`src/verilog/trit_dma_consts.svh`:
```
// trit transfer engine constants for bus widths, host register map and transfer sizes
`ifndef TRIT_DMA_CONSTS_SVH
`define TRIT_DMA_CONSTS_SVH

// memory master bus
`define TD_MDATA_W 128
`define TD_MBE_W 16
`define TD_MADDR_W 28

// host register port
`define TD_SDATA_W 32
`define TD_SADDR_W 3

// host register map
`define TD_REG_OP 3'd0
`define TD_REG_SRC 3'd1
`define TD_REG_DST 3'd2
`define TD_REG_TICK_LO 3'd3
`define TD_REG_TICK_HI 3'd4

// transfer shape
`define TD_XFER_WORDS 6
`define TD_NUM_TRITS 81
`define TD_ROW_TRITS 27
`define TD_BYTES_PER_WORD 16

// fifo depths, powers of two
`define TD_RD_FIFO_DEPTH 4
`define TD_WR_FIFO_DEPTH 4

`endif

```
`src/verilog/trit_dma_pkg.sv`:
```
// shared vector types and sequencer state encoding of the trit transfer engine
`default_nettype none
`include "trit_dma_consts.svh"

package trit_dma_pkg;

    // bus words and addresses
    typedef logic [`TD_MDATA_W-1:0] mword_t;
    typedef logic [`TD_MADDR_W-1:0] maddr_t;
    typedef logic [`TD_SDATA_W-1:0] sword_t;
    typedef logic [`TD_SADDR_W-1:0] saddr_t;

    // two's complement trit, 01 is +1, 11 is -1, 00 is 0
    typedef logic [1:0] trit_t;
    typedef logic [2*`TD_ROW_TRITS-1:0] trit_row_t;

    typedef logic [63:0] tick_t;

    typedef enum logic [1:0] {
        IDLE,
        LOAD,
        STORE,
        DONE
    } seq_state_t;

endpackage

`default_nettype wire

```
`src/verilog/host_regs.sv`:
```
// host register block with byte-lane writes, readback, start pulse and tick counter
`timescale 1ns/1ps
`default_nettype none
`include "trit_dma_consts.svh"

module host_regs (
    input  wire                        i_clk,
    input  wire                        i_arst,
    input  wire                        i_write,
    input  wire                        i_read,
    input  trit_dma_pkg::saddr_t       i_address,
    input  trit_dma_pkg::sword_t       i_writedata,
    input  wire [`TD_SDATA_W/8-1:0]    i_byteenable,
    input  wire                        i_busy,
    input  wire                        i_finish,
    output trit_dma_pkg::sword_t       o_readdata,
    output logic                       o_start,
    output trit_dma_pkg::maddr_t       o_src_addr,
    output trit_dma_pkg::maddr_t       o_dst_addr
);

    trit_dma_pkg::sword_t src_reg;
    trit_dma_pkg::sword_t dst_reg;
    trit_dma_pkg::tick_t  tick_cnt;

    // word addresses use the low bits only
    assign o_src_addr = src_reg[`TD_MADDR_W-1:0];
    assign o_dst_addr = dst_reg[`TD_MADDR_W-1:0];

    always_ff @(posedge i_clk or posedge i_arst) begin
        if (i_arst) begin
            src_reg <= '0;
            dst_reg <= '0;
            o_start <= 1'b0;
        end else begin
            o_start <= i_write && (i_address == `TD_REG_OP) &&
                       i_byteenable[0] && i_writedata[1];
            if (i_write) begin
                for (int i = 0; i < `TD_SDATA_W/8; i++) begin
                    if (i_byteenable[i]) begin
                        if (i_address == `TD_REG_SRC) begin
                            src_reg[8*i +: 8] <= i_writedata[8*i +: 8];
                        end
                        if (i_address == `TD_REG_DST) begin
                            dst_reg[8*i +: 8] <= i_writedata[8*i +: 8];
                        end
                    end
                end
            end
        end
    end

    // cycles spent busy since the last start
    always_ff @(posedge i_clk or posedge i_arst) begin
        if (i_arst) begin
            tick_cnt <= '0;
        end else if (o_start) begin
            tick_cnt <= '0;
        end else if (i_busy) begin
            tick_cnt <= tick_cnt + 1'b1;
        end
    end

    // readback, zero when idle or unmapped
    always_comb begin
        o_readdata = '0;
        if (i_read) begin
            case (i_address)
                `TD_REG_OP:      o_readdata = {30'd0, i_busy, i_finish};
                `TD_REG_SRC:     o_readdata = src_reg;
                `TD_REG_DST:     o_readdata = dst_reg;
                `TD_REG_TICK_LO: o_readdata = tick_cnt[31:0];
                `TD_REG_TICK_HI: o_readdata = tick_cnt[63:32];
                default:         o_readdata = '0;
            endcase
        end
    end

endmodule

`default_nettype wire

```
`src/verilog/read_master.sv`:
```
// memory read master for the load phase with outstanding reads bounded by fifo room
`timescale 1ns/1ps
`default_nettype none
`include "trit_dma_consts.svh"

module read_master (
    input  wire                   i_clk,
    input  wire                   i_arst,
    input  wire                   i_go,
    input  trit_dma_pkg::maddr_t  i_base,
    input  wire                   i_waitrequest,
    input  wire                   i_readdatavalid,
    input  trit_dma_pkg::mword_t  i_readdata,
    input  wire                   i_pop,
    output trit_dma_pkg::maddr_t  o_address,
    output logic                  o_read,
    output trit_dma_pkg::mword_t  o_data,
    output logic                  o_avail
);

    localparam int DEPTH  = `TD_RD_FIFO_DEPTH;
    localparam int PTR_W  = $clog2(DEPTH);
    localparam int CNT_W  = $clog2(DEPTH + 1);
    localparam int LEFT_W = $clog2(`TD_XFER_WORDS + 1);

    trit_dma_pkg::mword_t fifo_mem [DEPTH];
    logic [PTR_W-1:0]     wr_ptr;
    logic [PTR_W-1:0]     rd_ptr;
    logic [CNT_W-1:0]     fifo_cnt;
    logic [CNT_W-1:0]     pend_cnt;
    logic [CNT_W:0]       used;
    logic [LEFT_W-1:0]    cmd_left;
    trit_dma_pkg::maddr_t addr_q;
    logic                 accept;

    // in flight plus buffered, never more than the fifo holds
    assign used      = {1'b0, pend_cnt} + {1'b0, fifo_cnt};
    assign o_read    = (cmd_left != '0) && (used < (CNT_W+1)'(DEPTH));
    assign accept    = o_read && !i_waitrequest;
    assign o_address = addr_q;
    assign o_avail   = (fifo_cnt != '0);
    assign o_data    = fifo_mem[rd_ptr];

    always_ff @(posedge i_clk or posedge i_arst) begin
        if (i_arst) begin
            addr_q   <= '0;
            cmd_left <= '0;
            pend_cnt <= '0;
            fifo_cnt <= '0;
            wr_ptr   <= '0;
            rd_ptr   <= '0;
        end else begin
            if (i_go) begin
                addr_q   <= i_base;
                cmd_left <= LEFT_W'(`TD_XFER_WORDS);
            end else if (accept) begin
                addr_q   <= addr_q + 1'b1;
                cmd_left <= cmd_left - 1'b1;
            end
            case ({accept, i_readdatavalid})
                2'b10:   pend_cnt <= pend_cnt + 1'b1;
                2'b01:   pend_cnt <= pend_cnt - 1'b1;
                default: pend_cnt <= pend_cnt;
            endcase
            case ({i_readdatavalid, i_pop})
                2'b10:   fifo_cnt <= fifo_cnt + 1'b1;
                2'b01:   fifo_cnt <= fifo_cnt - 1'b1;
                default: fifo_cnt <= fifo_cnt;
            endcase
            if (i_readdatavalid) begin
                wr_ptr <= wr_ptr + 1'b1;
            end
            if (i_pop) begin
                rd_ptr <= rd_ptr + 1'b1;
            end
        end
    end

    always_ff @(posedge i_clk) begin
        if (i_readdatavalid) begin
            fifo_mem[wr_ptr] <= i_readdata;
        end
    end

endmodule

`default_nettype wire

```
`src/verilog/trit_dma_top.sv`:
```
// trit transfer engine top, host register port plus a 128-bit memory master
`timescale 1ns/1ps
`default_nettype none
`include "trit_dma_consts.svh"

module trit_dma_top (
    input  wire                       i_clk,
    input  wire                       i_arst,
    output logic                      o_finish_int,
    // host port
    input  wire                       i_slave_write,
    input  wire                       i_slave_read,
    input  trit_dma_pkg::saddr_t      i_slave_address,
    input  trit_dma_pkg::sword_t      i_slave_writedata,
    input  wire [`TD_SDATA_W/8-1:0]   i_slave_byteenable,
    output trit_dma_pkg::sword_t      o_slave_readdata,
    output logic                      o_slave_waitrequest,
    output logic                      o_slave_readdatavalid,
    // memory port
    output trit_dma_pkg::maddr_t      o_master_address,
    output logic                      o_master_read,
    output logic                      o_master_write,
    output trit_dma_pkg::mword_t      o_master_writedata,
    output logic [`TD_MBE_W-1:0]      o_master_byteenable,
    input  wire                       i_master_waitrequest,
    input  trit_dma_pkg::mword_t      i_master_readdata,
    input  wire                       i_master_readdatavalid
);

    trit_dma_pkg::maddr_t src_addr;
    trit_dma_pkg::maddr_t dst_addr;
    trit_dma_pkg::maddr_t rd_address;
    trit_dma_pkg::maddr_t wr_address;
    trit_dma_pkg::mword_t rd_data;
    trit_dma_pkg::mword_t wr_data;
    logic start;
    logic busy;
    logic finish;
    logic loading;
    logic rd_go;
    logic rd_pop;
    logic rd_avail;
    logic wr_go;
    logic wr_push;
    logic wr_full;
    logic wr_done;

    // host port never stalls, reads answer in the same cycle
    assign o_slave_waitrequest   = 1'b0;
    assign o_slave_readdatavalid = i_slave_read;

    assign o_master_address    = loading ? rd_address : wr_address;
    assign o_master_byteenable = {`TD_MBE_W{1'b1}};
    assign o_finish_int        = finish;

    host_regs regs_i (
        .i_clk(i_clk), .i_arst(i_arst),
        .i_write(i_slave_write), .i_read(i_slave_read),
        .i_address(i_slave_address), .i_writedata(i_slave_writedata),
        .i_byteenable(i_slave_byteenable),
        .i_busy(busy), .i_finish(finish),
        .o_readdata(o_slave_readdata), .o_start(start),
        .o_src_addr(src_addr), .o_dst_addr(dst_addr)
    );

    read_master rd_i (
        .i_clk(i_clk), .i_arst(i_arst), .i_go(rd_go), .i_base(src_addr),
        .i_waitrequest(i_master_waitrequest), .i_readdatavalid(i_master_readdatavalid),
        .i_readdata(i_master_readdata), .i_pop(rd_pop),
        .o_address(rd_address), .o_read(o_master_read),
        .o_data(rd_data), .o_avail(rd_avail)
    );

    write_master wr_i (
        .i_clk(i_clk), .i_arst(i_arst), .i_go(wr_go), .i_base(dst_addr),
        .i_push(wr_push), .i_wdata(wr_data), .i_waitrequest(i_master_waitrequest),
        .o_address(wr_address), .o_write(o_master_write),
        .o_writedata(o_master_writedata), .o_full(wr_full), .o_done(wr_done)
    );

    trit_sequencer seq_i (
        .i_clk(i_clk), .i_arst(i_arst), .i_start(start),
        .i_rd_data(rd_data), .i_rd_avail(rd_avail),
        .i_wr_full(wr_full), .i_wr_done(wr_done),
        .o_rd_go(rd_go), .o_rd_pop(rd_pop), .o_wr_go(wr_go),
        .o_wr_push(wr_push), .o_wr_data(wr_data),
        .o_busy(busy), .o_finish(finish), .o_loading(loading)
    );

endmodule

`default_nettype wire

```
`src/verilog/trit_sequencer.sv`:
```
// transfer sequencer, unpacks trits into the row buffer and packs them back as bytes
`timescale 1ns/1ps
`default_nettype none
`include "trit_dma_consts.svh"

module trit_sequencer (
    input  wire                   i_clk,
    input  wire                   i_arst,
    input  wire                   i_start,
    input  trit_dma_pkg::mword_t  i_rd_data,
    input  wire                   i_rd_avail,
    input  wire                   i_wr_full,
    input  wire                   i_wr_done,
    output logic                  o_rd_go,
    output logic                  o_rd_pop,
    output logic                  o_wr_go,
    output logic                  o_wr_push,
    output trit_dma_pkg::mword_t  o_wr_data,
    output logic                  o_busy,
    output logic                  o_finish,
    output logic                  o_loading
);

    localparam int ROWS   = `TD_NUM_TRITS / `TD_ROW_TRITS;
    localparam int SLOTS  = `TD_XFER_WORDS * `TD_BYTES_PER_WORD;
    localparam int BYTE_W = $clog2(`TD_BYTES_PER_WORD);
    localparam int SLOT_W = $clog2(SLOTS + 1);
    localparam int COL_W  = $clog2(`TD_ROW_TRITS);
    localparam int ROW_W  = $clog2(ROWS);

    trit_dma_pkg::seq_state_t state;
    trit_dma_pkg::trit_row_t  rows [ROWS];
    trit_dma_pkg::trit_t      cur_trit;
    logic [BYTE_W-1:0]        byte_cnt;
    logic [SLOT_W-1:0]        slot_cnt;
    logic [COL_W-1:0]         col_cnt;
    logic [ROW_W-1:0]         row_idx;
    logic                     load_take;
    logic                     store_take;
    logic                     last_byte;
    logic                     last_trit;

    assign last_byte  = (byte_cnt == BYTE_W'(`TD_BYTES_PER_WORD - 1));
    assign last_trit  = (slot_cnt == SLOT_W'(`TD_NUM_TRITS - 1));
    assign load_take  = (state == trit_dma_pkg::LOAD) && i_rd_avail;
    assign store_take = (state == trit_dma_pkg::STORE) && !i_wr_full &&
                        (slot_cnt != SLOT_W'(SLOTS));
    assign cur_trit   = rows[row_idx][2*col_cnt +: 2];

    // start is only honoured between transfers
    assign o_rd_go   = i_start && (state == trit_dma_pkg::IDLE || state == trit_dma_pkg::DONE);
    assign o_rd_pop  = load_take && (last_byte || last_trit);
    assign o_wr_go   = load_take && last_trit;
    assign o_busy    = (state == trit_dma_pkg::LOAD) || (state == trit_dma_pkg::STORE);
    assign o_finish  = (state == trit_dma_pkg::DONE);
    assign o_loading = (state == trit_dma_pkg::LOAD);

    always_ff @(posedge i_clk or posedge i_arst) begin
        if (i_arst) begin
            state     <= trit_dma_pkg::IDLE;
            byte_cnt  <= '0;
            slot_cnt  <= '0;
            col_cnt   <= '0;
            row_idx   <= '0;
            o_wr_push <= 1'b0;
        end else begin
            // push lands one cycle after the 16th byte is written
            o_wr_push <= store_take && last_byte;
            if (o_rd_go || o_wr_go) begin
                state    <= o_rd_go ? trit_dma_pkg::LOAD : trit_dma_pkg::STORE;
                byte_cnt <= '0;
                slot_cnt <= '0;
                col_cnt  <= '0;
                row_idx  <= '0;
            end else if (load_take || store_take) begin
                byte_cnt <= byte_cnt + 1'b1;
                slot_cnt <= slot_cnt + 1'b1;
                if (col_cnt == COL_W'(`TD_ROW_TRITS - 1)) begin
                    col_cnt <= '0;
                    // wrap keeps the row index inside the buffer past trit 80
                    row_idx <= (row_idx == ROW_W'(ROWS - 1)) ? '0 : row_idx + 1'b1;
                end else begin
                    col_cnt <= col_cnt + 1'b1;
                end
            end else if (state == trit_dma_pkg::STORE && i_wr_done) begin
                state <= trit_dma_pkg::DONE;
            end
        end
    end

    // trit buffer and outgoing word
    always_ff @(posedge i_clk) begin
        if (load_take) begin
            rows[row_idx][2*col_cnt +: 2] <= i_rd_data[8*byte_cnt +: 2];
        end
        if (store_take) begin
            if (slot_cnt < SLOT_W'(`TD_NUM_TRITS)) begin
                o_wr_data[8*byte_cnt +: 8] <= {{6{cur_trit[1]}}, cur_trit};
            end else begin
                o_wr_data[8*byte_cnt +: 8] <= 8'h00;
            end
        end
    end

endmodule

`default_nettype wire

```
`src/verilog/write_master.sv`:
```
// memory write master for the store phase, drains a small fifo to consecutive addresses
`timescale 1ns/1ps
`default_nettype none
`include "trit_dma_consts.svh"

module write_master (
    input  wire                   i_clk,
    input  wire                   i_arst,
    input  wire                   i_go,
    input  trit_dma_pkg::maddr_t  i_base,
    input  wire                   i_push,
    input  trit_dma_pkg::mword_t  i_wdata,
    input  wire                   i_waitrequest,
    output trit_dma_pkg::maddr_t  o_address,
    output logic                  o_write,
    output trit_dma_pkg::mword_t  o_writedata,
    output logic                  o_full,
    output logic                  o_done
);

    localparam int DEPTH  = `TD_WR_FIFO_DEPTH;
    localparam int PTR_W  = $clog2(DEPTH);
    localparam int CNT_W  = $clog2(DEPTH + 1);
    localparam int DONE_W = $clog2(`TD_XFER_WORDS + 1);

    trit_dma_pkg::mword_t fifo_mem [DEPTH];
    logic [PTR_W-1:0]     wr_ptr;
    logic [PTR_W-1:0]     rd_ptr;
    logic [CNT_W-1:0]     fifo_cnt;
    logic [DONE_W-1:0]    wr_cnt;
    trit_dma_pkg::maddr_t addr_q;
    logic                 accept;

    // command stays up with head data until the bus takes it
    assign o_write     = (fifo_cnt != '0);
    assign accept      = o_write && !i_waitrequest;
    assign o_writedata = fifo_mem[rd_ptr];
    assign o_address   = addr_q;
    assign o_full      = (fifo_cnt == CNT_W'(DEPTH));
    assign o_done      = (wr_cnt == DONE_W'(`TD_XFER_WORDS));

    always_ff @(posedge i_clk or posedge i_arst) begin
        if (i_arst) begin
            addr_q   <= '0;
            wr_cnt   <= '0;
            fifo_cnt <= '0;
            wr_ptr   <= '0;
            rd_ptr   <= '0;
        end else begin
            if (i_go) begin
                addr_q <= i_base;
                wr_cnt <= '0;
            end else if (accept) begin
                addr_q <= addr_q + 1'b1;
                wr_cnt <= wr_cnt + 1'b1;
            end
            case ({i_push, accept})
                2'b10:   fifo_cnt <= fifo_cnt + 1'b1;
                2'b01:   fifo_cnt <= fifo_cnt - 1'b1;
                default: fifo_cnt <= fifo_cnt;
            endcase
            if (i_push) begin
                wr_ptr <= wr_ptr + 1'b1;
            end
            if (accept) begin
                rd_ptr <= rd_ptr + 1'b1;
            end
        end
    end

    always_ff @(posedge i_clk) begin
        if (i_push) begin
            fifo_mem[wr_ptr] <= i_wdata;
        end
    end

endmodule

`default_nettype wire
```
`config.mk`:
```
export PLATFORM = sky130hd
export DESIGN_NAME = trit_dma_top
export DESIGN_NICKNAME = d
export VERILOG_FILES = /design/src/verilog/trit_dma_pkg.sv /design/src/verilog/host_regs.sv /design/src/verilog/read_master.sv /design/src/verilog/trit_dma_top.sv /design/src/verilog/trit_sequencer.sv /design/src/verilog/write_master.sv
export VERILOG_INCLUDE_DIRS = /design/src /design/src/verilog
export SDC_FILE = /design/constraint.sdc
export NUM_CORES = 1
export LEC_CHECK = 0
export ABC_AREA = 1
export BUFFER_PORTS_ARGS = -buffer_cell sky130_fd_sc_hd__buf_4
export CAP_MARGIN = 20
export CELL_PAD_IN_SITES_DETAIL_PLACEMENT = 0
export CELL_PAD_IN_SITES_GLOBAL_PLACEMENT = 2
export CORE_AREA = 2 2 313 315
export DETAILED_ROUTE_END_ITERATION = 10
export DIE_AREA = 0 0 315 317
export HOLD_SLACK_MARGIN = 0.12
export PLACE_DENSITY = 0.85
export SLEW_MARGIN = 20
export SYNTH_ARGS = -nofsm -noshare
export SYNTH_HDL_FRONTEND = slang
export SYNTH_SLANG_ARGS = --single-unit
```
`constraint.sdc`:
```
create_clock -name i_clk -period 19.2 [get_ports i_clk]
set_input_delay 1.92 -clock i_clk [delete_from_list [all_inputs] [get_ports i_clk]]
set_output_delay 1.92 -clock i_clk [all_outputs]
set_load 0.005 [all_outputs]
```
==> reports/results.tsv, run 1 <==
metric	value	unit
Post-synth EDFFs	450	
fillcell total	9586	
die height	317	um
worst hold path class	reg -> reg	
Hold Crit Depth	1	
top_reg_cell synth	edfxtp_1	
DP Area	35930	um^2
Worst Path Required	17.28	ns
worst vdd ir	0.07439	mV
crit path launch type	input port	
max_cap viols	0	
post-DR wirelength/cell	19.27	um
clock sink count	679	
total CTS buffers	77	
Max FO, Critical Path	19	
reg2reg start	rd_i.rd_ptr[0]	
Async S/R FF share, synth	0.3373	
Nets	3956	
measured slew at the worst slew-check pin	1.050	ns
Post-Synthesis Cells	3618	
Initial Util	0.3485	
vias per inst	5.044	
Final Hold Fails	0	
fin crit share	0.3010	
biggest regs	seq_i.rows (162), rd_i.fifo_mem (128), wr_i.fifo_mem (128)	
Overall Global Routing Usage	0.1926	
setup violators final	0	
First DRT Iteration DRCs	1903	
grt total ovfl	0	
minimum hold slack	0.4912	ns
Die Span X	315	um
Yosys reg bits	679	
Seq/Total Area, Yosys	0.5735	
Biggest register	seq_i.rows	
worst reg2reg path depth	12	
cell area after layout	38650	um^2
Residual DRC	0	
Max Freq	0.1730	GHz
final design utilization	0.4014	
status	finished, final reports clean	
RSZ-0062 raised after global routing	false	
IO Count	382	
mapped cell area	33550	um^2
Slew Viols, Final	0	
Setup Skew	0.04104	ns
Post-CTS Hold Fix Bufs	0	
Core Rows	114	
PwrDens	135.6	nW/um^2
critical setup path kind	in -> out	
Root Driver	clkbuf_16	
gpl congestion	0.8671	
CTS max path bufs	3	
layout cell share with drive strength beyond 1	0.1378	
CTS tree	built	
vias in the first global route	24420	
clock latency at the later pin of the worst-skew pair	0.65	ns
DR pass1 iterations	6	
Routed Antenna Nets	0	
WP data arrival	3.86	ns
die area	99860	um^2
synthesis-to-layout area growth	15.18	%
Ys Warns	0	
number of H-tree levels	3	
r2r setup slk	15.34	ns
most common cell after layout, fill and taps aside	nand2_1	
Vias	25670	
largest net degree at the start of global routing	93	
CP endpoint	o_slave_readdata[13]	
WL final	98090	um
Core Box Area	96280	um^2
DP HPWL	68230	um
initial antenna violation count	3	
number of flip-flops under the largest register name	162	
Worst-path clk slew	0.06	ns
post-CTS setup buffers	0	
kind of end point of the critical path	output pin	
Slew HR	0.2964	
Yosys cell types	63	
Avg Inst Size Synth	9.274	um^2
fin crit period	5.779	ns
crit path launch	i_slave_address[2]	
post-CTS resize count	0	
worst r2r dst	seq_i.rows[1][4]	
first-pass GRT wire length	148000	um
final setup TNS	0	ns
Pleak	0.01565	uW
most frequent cells in the layout	nand2_1 (698), nor2_1 (495), edfxtp_1 (450)	
number of buffer cells added on primary ports	268	
## synth_stat cells, types with 31 or more instances
cell        n  area share
nand4_1    72       0.013
clkbuf_1   94       0.011
buf_2      31      0.0046
inv_1     315       0.035
nand3_1   202       0.030
o21ai_0   291       0.043
nor4_1     35      0.0065
nor3_1     95       0.014
dfrtp_1   229        0.17
buf_4     129       0.029
ha_1       32       0.012
a21oi_1    87       0.013
nor2_1    495       0.055
xor2_1     37      0.0097
a221oi_1   32      0.0084
o22ai_1    80       0.015
nand2_1   699       0.078
edfxtp_1  450        0.40
## area by class of cell
cell class,instances,area [um^2],area share
Clock buffer,92,2033,0.05261
Timing Repair Buffer,301,2267,0.05866
Sequential cell,679,19250,0.4980
Antenna cell,2,5.005,0.0001295
Tap cell,1276,1597,0.04131
Inverter,344,1303,0.03370
Clock inverter,50,666.9,0.01726
Multi-Input combinational cell,2345,11530,0.2983
## cells by family (layout without fill, tap and decap cells)
kind of cell	after synthesis	count (layout)	synth area share
compound gates	563	563	0.09587
xor+xnor	49	49	0.01301
fa+ha+maj	35	35	0.01372
buf+inv	609	787	0.08506
flops	679	679	0.5735
mux	2	2	0.0006339
other cells	2	19	0.0002238
simple gates	1679	1679	0.2180
## worst max-delay path: stages
cell,delay (ns)
buf_4,0.11
inv_1,0.07
nand3_1,0.12
clkinv_1,0.50
buf_8,0.37
a221oi_1,0.49
nor2_1,0.09
buf_4,0.18
## stage by stage
step / setup slack [ns] / total power (uW) / instances
after global routing: 13.32 / 5545 / 5087
after floorplan: 11.00 / 3109 / 3633
after detailed placement: 13.06 / 3738 / 4944
after CTS: 13.06 / 5287 / 5086
after global placement: 13.05 / 3721 / 4944
final: 13.42 / 5240 / 5089
## layer usage
layer / share of wire / vias to the layer above / wire [um] / GRT usage
met2: 0.47 / 676 / 46140 / 0.3147
li1: - / 12470 / - / -
met4: 0.025 / 4 / 2496 / 0.05909
met1: 0.45 / 12380 / 44480 / 0.2659
met3: 0.050 / 145 / 4942 / 0.02667
met5: 0.00031 / - / 30 / 0
## worst min path at each step
stage,from,slack [ns],to
final,rd_i.pend_cnt[2],0.49,rd_i.pend_cnt[2]
after global routing,regs_i.src_reg[29],0.52,regs_i.src_reg[29]
after CTS,regs_i.dst_reg[1],0.49,regs_i.dst_reg[1]
after detailed placement,regs_i.dst_reg[1],0.48,regs_i.dst_reg[1]
after global placement,regs_i.dst_reg[1],0.47,regs_i.dst_reg[1]
after floorplan,wr_i.wr_cnt[2],0.43,wr_i.wr_cnt[2]
## where the power goes
part | total [uW] | internal (uW) | switching (uW) | leakage (uW)
Sequential | 1910 | 1740 | 166 | 0.00741
Clock | 1540 | 907 | 632 | 0.00131
Combinational | 1790 | 617 | 1170 | 0.00693
Total | 5240 | 3270 | 1970 | 0.0157
No activity file was read; power rests on OpenSTA's default activity.
==> run 2: changes to the inputs <==
Settings changed: ABC_AREA 1 to 0, CORE_AREA 2 2 313 315 to 2 2 304 306, DIE_AREA 0 0 315 317 to 0 0 306 308, PLACE_DENSITY 0.85 to 0.82.
Clock period 19.2 ns to 5.05 ns, I/O delays scaled along.
==> run 2 against run 1 <==
  * Clock power rose to 3.5 times the previous value
  * Sequential power rose to 3.9 times the previous value
  * Flip-flop and latch count unchanged
  * Non-clock buffer count up 67
  * Core utilization up 0.65 points
  * Combinational power rose to 3.4 times the previous value
  * Critical endpoint is now seq_i.rows[2][31]
==> reports/results.tsv, run 2 <==
metric	value	unit	change
status	finished, final reports clean		unchanged
HP Start	i_slave_writedata[4]		was rd_i.pend_cnt[2]
Avg Inst Size Synth	12.74	um^2	was 9.274 um^2
worst hold path class	in -> reg		was reg -> reg
Pleak	0.01319	uW	was 0.01565 uW
post-CTS resize count	0		unchanged
Max FO, Critical Path	27		was 19
CP Cell Sequence	inv_2 > mux2_2 > o22ai_1 > a31oi_1 > o21ai_4 > nor4_1		was buf_4 > inv_1 > nand3_1 > clkinv_1 > buf_8 > a221oi_1 > nor2_1 > buf_4
clock sink count	679		unchanged
Async S/R FF share, synth	0.3373		unchanged
worst reg2reg path depth	6		was 12
Yosys cell types	68		was 63
IO Count	382		unchanged
number of buffer cells added on primary ports	268		unchanged
Max Freq	0.2815	GHz	
kind of end point of the critical path	flop		was output pin
crit-path max cell delay	0.98	ns	was 0.50 ns
Initial Util	0.3468		was 0.3485
post-DR wirelength/cell	20.88	um	was 19.27 um
Biggest register	seq_i.rows		unchanged
r2r setup slk	1.50	ns	was 15.34 ns
WL final	82050	um	was 98090 um
measured slew at the worst slew-check pin	1.133	ns	was 1.050 ns
grt total ovfl	0		unchanged
largest area contributor in the netlist	edfxtp_1		unchanged
final setup TNS	0	ns	unchanged
Worst-path clk slew	0.06	ns	about the same
Residual DRC	0		unchanged
RSZ-0062 raised after global routing	false		unchanged
Die Span X	306	um	was 315 um
die area	94250	um^2	was 99860 um^2
worst r2r dst	seq_i.rows[2][31]		was seq_i.rows[1][4]
Worst Path Required	5.34	ns	was 17.28 ns
fin crit share	0.7035		
CP bufs+invs	1		was 5
Reg area	19250	um^2	about the same
top_reg_cell synth	edfxtp_1		unchanged
post-CTS setup buffers	0		unchanged
WP data arrival	3.84	ns	was 3.86 ns
vias in the first global route	20890		was 24420
die height	308	um	was 317 um
top-area cell type share of the netlist area	0.4284		was 0.4027
largest net degree at the start of global routing	179		was 93
number of H-tree levels	3		unchanged
CTS max path bufs	3		unchanged
Root Driver	clkbuf_16		unchanged
Seq/Total Area, Yosys	0.6101		was 0.5735
number of flip-flops under the largest register name	162		unchanged
first-pass GRT wire length	124500	um	was 148000 um
vias per inst	5.195		was 5.044
CTS tree	built		unchanged
synthesis-to-layout area growth	17.64	%	was 15.18%
Routed Antenna Nets	0		unchanged
# diodes	0		was 2
fin crit period	3.553	ns	
critical setup path kind	reg -> reg		was in -> out
Overall Global Routing Usage	0.1709		was 0.1926
Setup Skew	0.02832	ns	was 0.04104 ns
total CTS buffers	75		was 77
reg2reg start	seq_i.byte_cnt[1]		was rd_i.rd_ptr[0]
PwrDens	509.0	nW/um^2	was 135.6 nW/um^2
Worst Hold Path EP	regs_i.dst_reg[4]		was rd_i.pend_cnt[2]
DR pass1 iterations	5		was 6
fillcell total	8302		was 9586
Post-synth EDFFs	450		unchanged
Ys Warns	0		unchanged
mapped cell area	31540	um^2	was 33550 um^2
max_cap viols	0		unchanged
initial antenna violation count	0		was 3
Vias	20420		was 25670
Area contributors post-synth	edfxtp_1 (43%), dfrtp_1 (18%), mux4_2 (5.0%)		was edfxtp_1 (40%), dfrtp_1 (17%), nand2_1 (7.8%)
First DRT Iteration DRCs	1804		was 1903
Yosys reg bits	679		unchanged
crit path launch type	flop		was input port
Core Box Area	90970	um^2	was 96280 um^2
Nets	2897		was 3956
cell family with most CP delay	compound AO/OA/AOI/OAI gates		was buffers and inverters
footprint of the multi-input gates	10860	um^2	was 11530 um^2
Slew HR	0.2387		was 0.2964
most common cell after layout, fill and taps aside	edfxtp_1		was nand2_1
worst vdd ir	0.3123	mV	was 0.07439 mV
Setup WS pre-CTS	1.551	ns	was 13.06 ns
Slew Viols, Final	0		unchanged
most numerous cell in the Yosys netlist	edfxtp_1		was nand2_1
setup violators final	0		unchanged
slowest cell on the critical path	dfrtp_1		was clkinv_1
most frequent cells after synthesis	edfxtp_1 (450), nor2_1 (285), dfrtp_1 (229)		was nand2_1 (699), nor2_1 (495), edfxtp_1 (450)
setup ws final	1.497	ns	was 13.42 ns
layout cell share with drive strength beyond 1	0.2354		was 0.1378
clock latency at the later pin of the worst-skew pair	0.62	ns	was 0.65 ns
Hold Crit Depth	2		was 1
most frequent cells in the layout	edfxtp_1 (450), buf_4 (308), nor2_1 (282)		was nand2_1 (698), nor2_1 (495), edfxtp_1 (450)
Post-Synthesis Cells	2476		was 3618
Core Rows	111		was 114
DP HPWL	56740	um	was 68230 um
biggest regs	seq_i.rows (162), rd_i.fifo_mem (128), wr_i.fifo_mem (128)		unchanged
Final Hold Fails	0		unchanged
gpl congestion	0.8394		was 0.8671
-- run 2: cell count changes in the layout (fill, tap and decap cells not counted), sizes merged, moves of 71 or more --
cell,delta
o21ai,-221
inv,-289
nand2,-515
xnor2,+71
nor2,-244
mux2,+122
nand3,-158
a22oi,+73
o22ai,-76
-- run 2: final cells by class --
cell class	count	area share
clock inverters	39	0.007957
repair buffers	368	0.07954
well taps	1186	0.03999
inverters	44	0.004552
multi-input cells	1521	0.2927
clock buffers	93	0.05658
flip-flops and latches	679	0.5187
-- run 2: cells by family (layout without fill, tap and decap cells) --
| logic type | after synthesis | after routing | share of synthesized area |
|---|---|---|---|
| mux | 255 | 255 | 0.1136 |
| other cells | 2 | 17 | 0.0002381 |
| flops | 679 | 679 | 0.6101 |
| simple gates | 803 | 803 | 0.1196 |
| fa+ha+maj | 35 | 35 | 0.01460 |
| buf+inv | 291 | 544 | 0.04930 |
| xor+xnor | 138 | 138 | 0.03832 |
| compound gates | 273 | 273 | 0.05438 |
-- run 2: report_power, final --
part           internal [uW]  switching, uW  total (uW)
registers               6700            708        7410
logic                   2590           3570        6150
clock network           3140           2190        5330
-- run 2: worst max-delay path by stage --
stage	to	slack, ns	cells past startpoint	startpoint
floorplan	rd_i.cmd_left[0]	1.55	1	i_arst
global route	seq_i.rows[2][31]	1.37	6	seq_i.byte_cnt[1]
finish	seq_i.rows[2][31]	1.50	6	seq_i.byte_cnt[1]
detailed placement	seq_i.o_wr_data[79]	1.55	7	seq_i.row_idx[0]
global placement	seq_i.rows[2][33]	1.58	6	seq_i.byte_cnt[1]
CTS	seq_i.rows[0][21]	1.53	6	seq_i.byte_cnt[1]
-- run 2: stage by stage --
stage / power (uW) / area [um^2] / hold WS [ns] / utilization / cells
after detailed placement: 13630 / 34150 / 0.4687 / 0.3754 / 3742
after CTS: 19040 / 37100 / 0.1219 / 0.4079 / 3930
final: 18890 / 37110 / 0.1570 / 0.4079 / 3930
after global routing: 19800 / 37110 / 0.1308 / 0.4079 / 3930
after floorplan: 11340 / 31600 / 0.4480 / - / 2491
after global placement: 13530 / 34110 / 0.4675 / 0.3749 / 3740
-- run 2: timing repair --
action,4_1_cts,5_1_grt
endpoints found under the hold margin,175,0
endpoints found under the setup margin,0,0
hold buffers,56,0
-- run 2: per-layer routing --
| metal | part of all wire | vias up | track usage |
|---|---|---|---|
| li1 | - | 9343 | - |
| met5 | 0 | - | 0 |
| met3 | 0.053 | 135 | 0.02687 |
| met2 | 0.49 | 663 | 0.2878 |
| met4 | 0.028 | 0 | 0.05407 |
| met1 | 0.43 | 10280 | 0.2264 |
==> run 3: changes to the inputs <==
Clock period 5.05 ns to 3.1 ns, I/O delays scaled along.
==> run 3 against run 2 <==
  * Clock skew down 0.0053 ns
  * Clock-buffer cell count rose by 5
  * Worst setup slack got worse by 1.3 ns
  * First-iteration DRC count decreased by 17%
  * Hold slack gained 0.18 ns
  * Die area is the same
  * Sequential power increased by 61%
  * Non-clock buffer count increased by 78
  * Wire length up 2.1%
  * Cell count up 2.1%
  * Register-to-register slack got worse by 1.3 ns
  * Critical path type unchanged
==> reports/results.tsv, run 3 (synthesis gave the netlist of run 2 again) <==
metric	value	unit	change
status	finished, final reports clean		unchanged
Max Freq	0.3431	GHz	was 0.2815 GHz
Routed Antenna Nets	0		unchanged
DR pass1 iterations	9		was 5
Crit path top cell by count	buf_4		
DP HPWL	59370	um	was 56740 um
First DRT Iteration DRCs	1500		was 1804
Die Span X	306	um	unchanged
crit path launch type	flop		unchanged
post-CTS resize count	0		unchanged
Vias	20980		was 20420
biggest regs	seq_i.rows (162), rd_i.fifo_mem (128), wr_i.fifo_mem (128)		unchanged
kind of end point of the critical path	flop		unchanged
critical setup path kind	reg -> reg		unchanged
die height	308	um	unchanged
worst hold path class	in -> reg		unchanged
synthesis-to-layout area growth	20.03	%	was 17.64%
crit-path max cell delay	0.56	ns	was 0.98 ns
fillcell total	8274		was 8302
PwrDens	833.9	nW/um^2	was 509.0 nW/um^2
CP Cell Sequence	buf_4 > nor2b_1 > buf_4 > a22oi_1 > a21oi_1 > o31ai_1 > o41ai_4 > buf_12 > nor4_1		was inv_2 > mux2_2 > o22ai_1 > a31oi_1 > o21ai_4 > nor4_1
RSZ-0062 raised after global routing	false		unchanged
Residual DRC	0		unchanged
Worst Path Required	3.45	ns	was 5.34 ns
cell area after layout	37860	um^2	was 37110 um^2
vias in the first global route	20800		was 20890
final non-filler cell total	4012		was 3930
number of H-tree levels	3		unchanged
total CTS buffers	75		unchanged
Worst-path clk slew	0.06	ns	about the same
final design utilization	0.4162		was 0.4079
layout cell share with drive strength beyond 1	0.2509		was 0.2354
# diodes	0		unchanged
Setup Skew	0.02307	ns	was 0.02832 ns
Pleak	0.01360	uW	was 0.01319 uW
clock latency at the later pin of the worst-skew pair	0.63	ns	was 0.62 ns
number of flip-flops under the largest register name	162		unchanged
WP data arrival	3.26	ns	was 3.84 ns
fin crit share	0.9402		was 0.7035
CTS tree	built		unchanged
vias per inst	5.230		was 5.195
Slew Viols, Final	0		unchanged
grt total ovfl	0		unchanged
Core Box Area	90970	um^2	unchanged
Pwr Total	31570	uW	was 18890 uW
minimum hold slack	0.3384	ns	was 0.1570 ns
measured slew at the worst slew-check pin	1.069	ns	was 1.133 ns
gpl congestion	0.8739		was 0.8394
fin crit period	2.915	ns	was 3.553 ns
post-DR wirelength/cell	20.89	um	was 20.88 um
first-pass GRT wire length	126600	um	was 124500 um
CTS max path bufs	3		unchanged
Final Hold Fails	0		unchanged
worst vdd ir	0.5001	mV	was 0.3123 mV
number of buffer cells added on primary ports	268		unchanged
setup violators final	0		unchanged
IO Count	382		unchanged
Root Driver	clkbuf_16		unchanged
Initial Util	0.3468		unchanged
initial antenna violation count	0		unchanged
largest net degree at the start of global routing	67		was 179
die area	94250	um^2	unchanged
slowest cell on the critical path	dfrtp_1		unchanged
Slew HR	0.2814		was 0.2387
Max FO, Critical Path	11		was 27
Nets	2975		was 2897
Biggest register	seq_i.rows		unchanged
Post-Place Cells	3806		was 3742
most common cell after layout, fill and taps aside	edfxtp_1		unchanged
max_cap viols	0		unchanged
most frequent cells in the layout	edfxtp_1 (450), buf_4 (363), nor2_1 (282)		was edfxtp_1 (450), buf_4 (308), nor2_1 (282)
WL final	83800	um	was 82050 um
Core Rows	111		unchanged
DP Area	34740	um^2	was 34150 um^2
Overall Global Routing Usage	0.1746		was 0.1709
clock sink count	679		unchanged
[run 3: cell count changes in the layout (fill, tap and decap cells not counted), sizes merged]
cell,before,now
bufinv,4,5
buf,312,377
dlygate4sd3,56,69
clkinv,30,25
clkbuf,93,98
clkinvlp,5,6
inv,44,46
[run 3: cell type report]
type                       instances  area, um^2  share of cell area
timing repair buffer             446        3696             0.09762
clock buffer                      98        2056             0.05430
clock inverter                    38       355.3            0.009385
tap                             1186        1484             0.03919
multi-input combinational       1521       10850              0.2866
inverter                          44       168.9            0.004461
sequential                       679       19250              0.5084
[run 3: per-stage QoR]
stage / setup TNS (ns) / setup WS, ns
global route: 0 / 0.0003348
detailed placement: 0 / 0.1036
CTS: 0 / 0.1074
floorplan: -46.71 / -0.2040
global placement: 0 / 0.1125
finish: 0 / 0.1853
[run 3: final timing paths]
check | startpoint | to | slack (ns) | cells after the start
hold reg to reg | rd_i.pend_cnt[2] | rd_i.pend_cnt[2] | 0.48 | 1
min in group asynchronous | i_arst | wr_i.fifo_cnt[2] | 0.44 | 3
setup / recovery | seq_i.byte_cnt[1] | seq_i.rows[0][30] | 0.19 | 9
hold / removal | i_master_waitrequest | wr_i.o_address[2] | 0.34 | 5
max in group asynchronous | i_arst | regs_i.src_reg[28] | 1.84 | 4
setup reg to reg | seq_i.byte_cnt[1] | seq_i.rows[0][30] | 0.19 | 9
[run 3: report_power, final]
part           switching, uW  total [uW]  internal [uW]
clock                   3650        8760           5110
combinational           6050       10900           4840
sequential              1010       11900          10900
total                  10700       31600          20900
[run 3: worst max-delay path, delay by kind of cell, from the launching register on]
family	cells	cell delay, ns
AO/OA/AOI/OAI	4	0.98
flip-flops	1	0.56
buffers and inverters	3	0.55
AND/OR/NAND/NOR	2	0.52
[run 3: routing by layer]
metal / vias up / global-route usage / wire length (um)
li1: 9490 / - / -
met2: 698 / 0.2914 / 40930
met3: 132 / 0.02646 / 4619
met5: - / 0 / 0
met4: 0 / 0.04834 / 2034
met1: 10660 / 0.2369 / 36210
[run 3: what timing repair did]
action / in CTS / in global routing
setup buffers: 0 / 1
hold buffers: 69 / 0
endpoints found under the hold margin: 219 / 0
endpoints found under the setup margin: 0 / 4
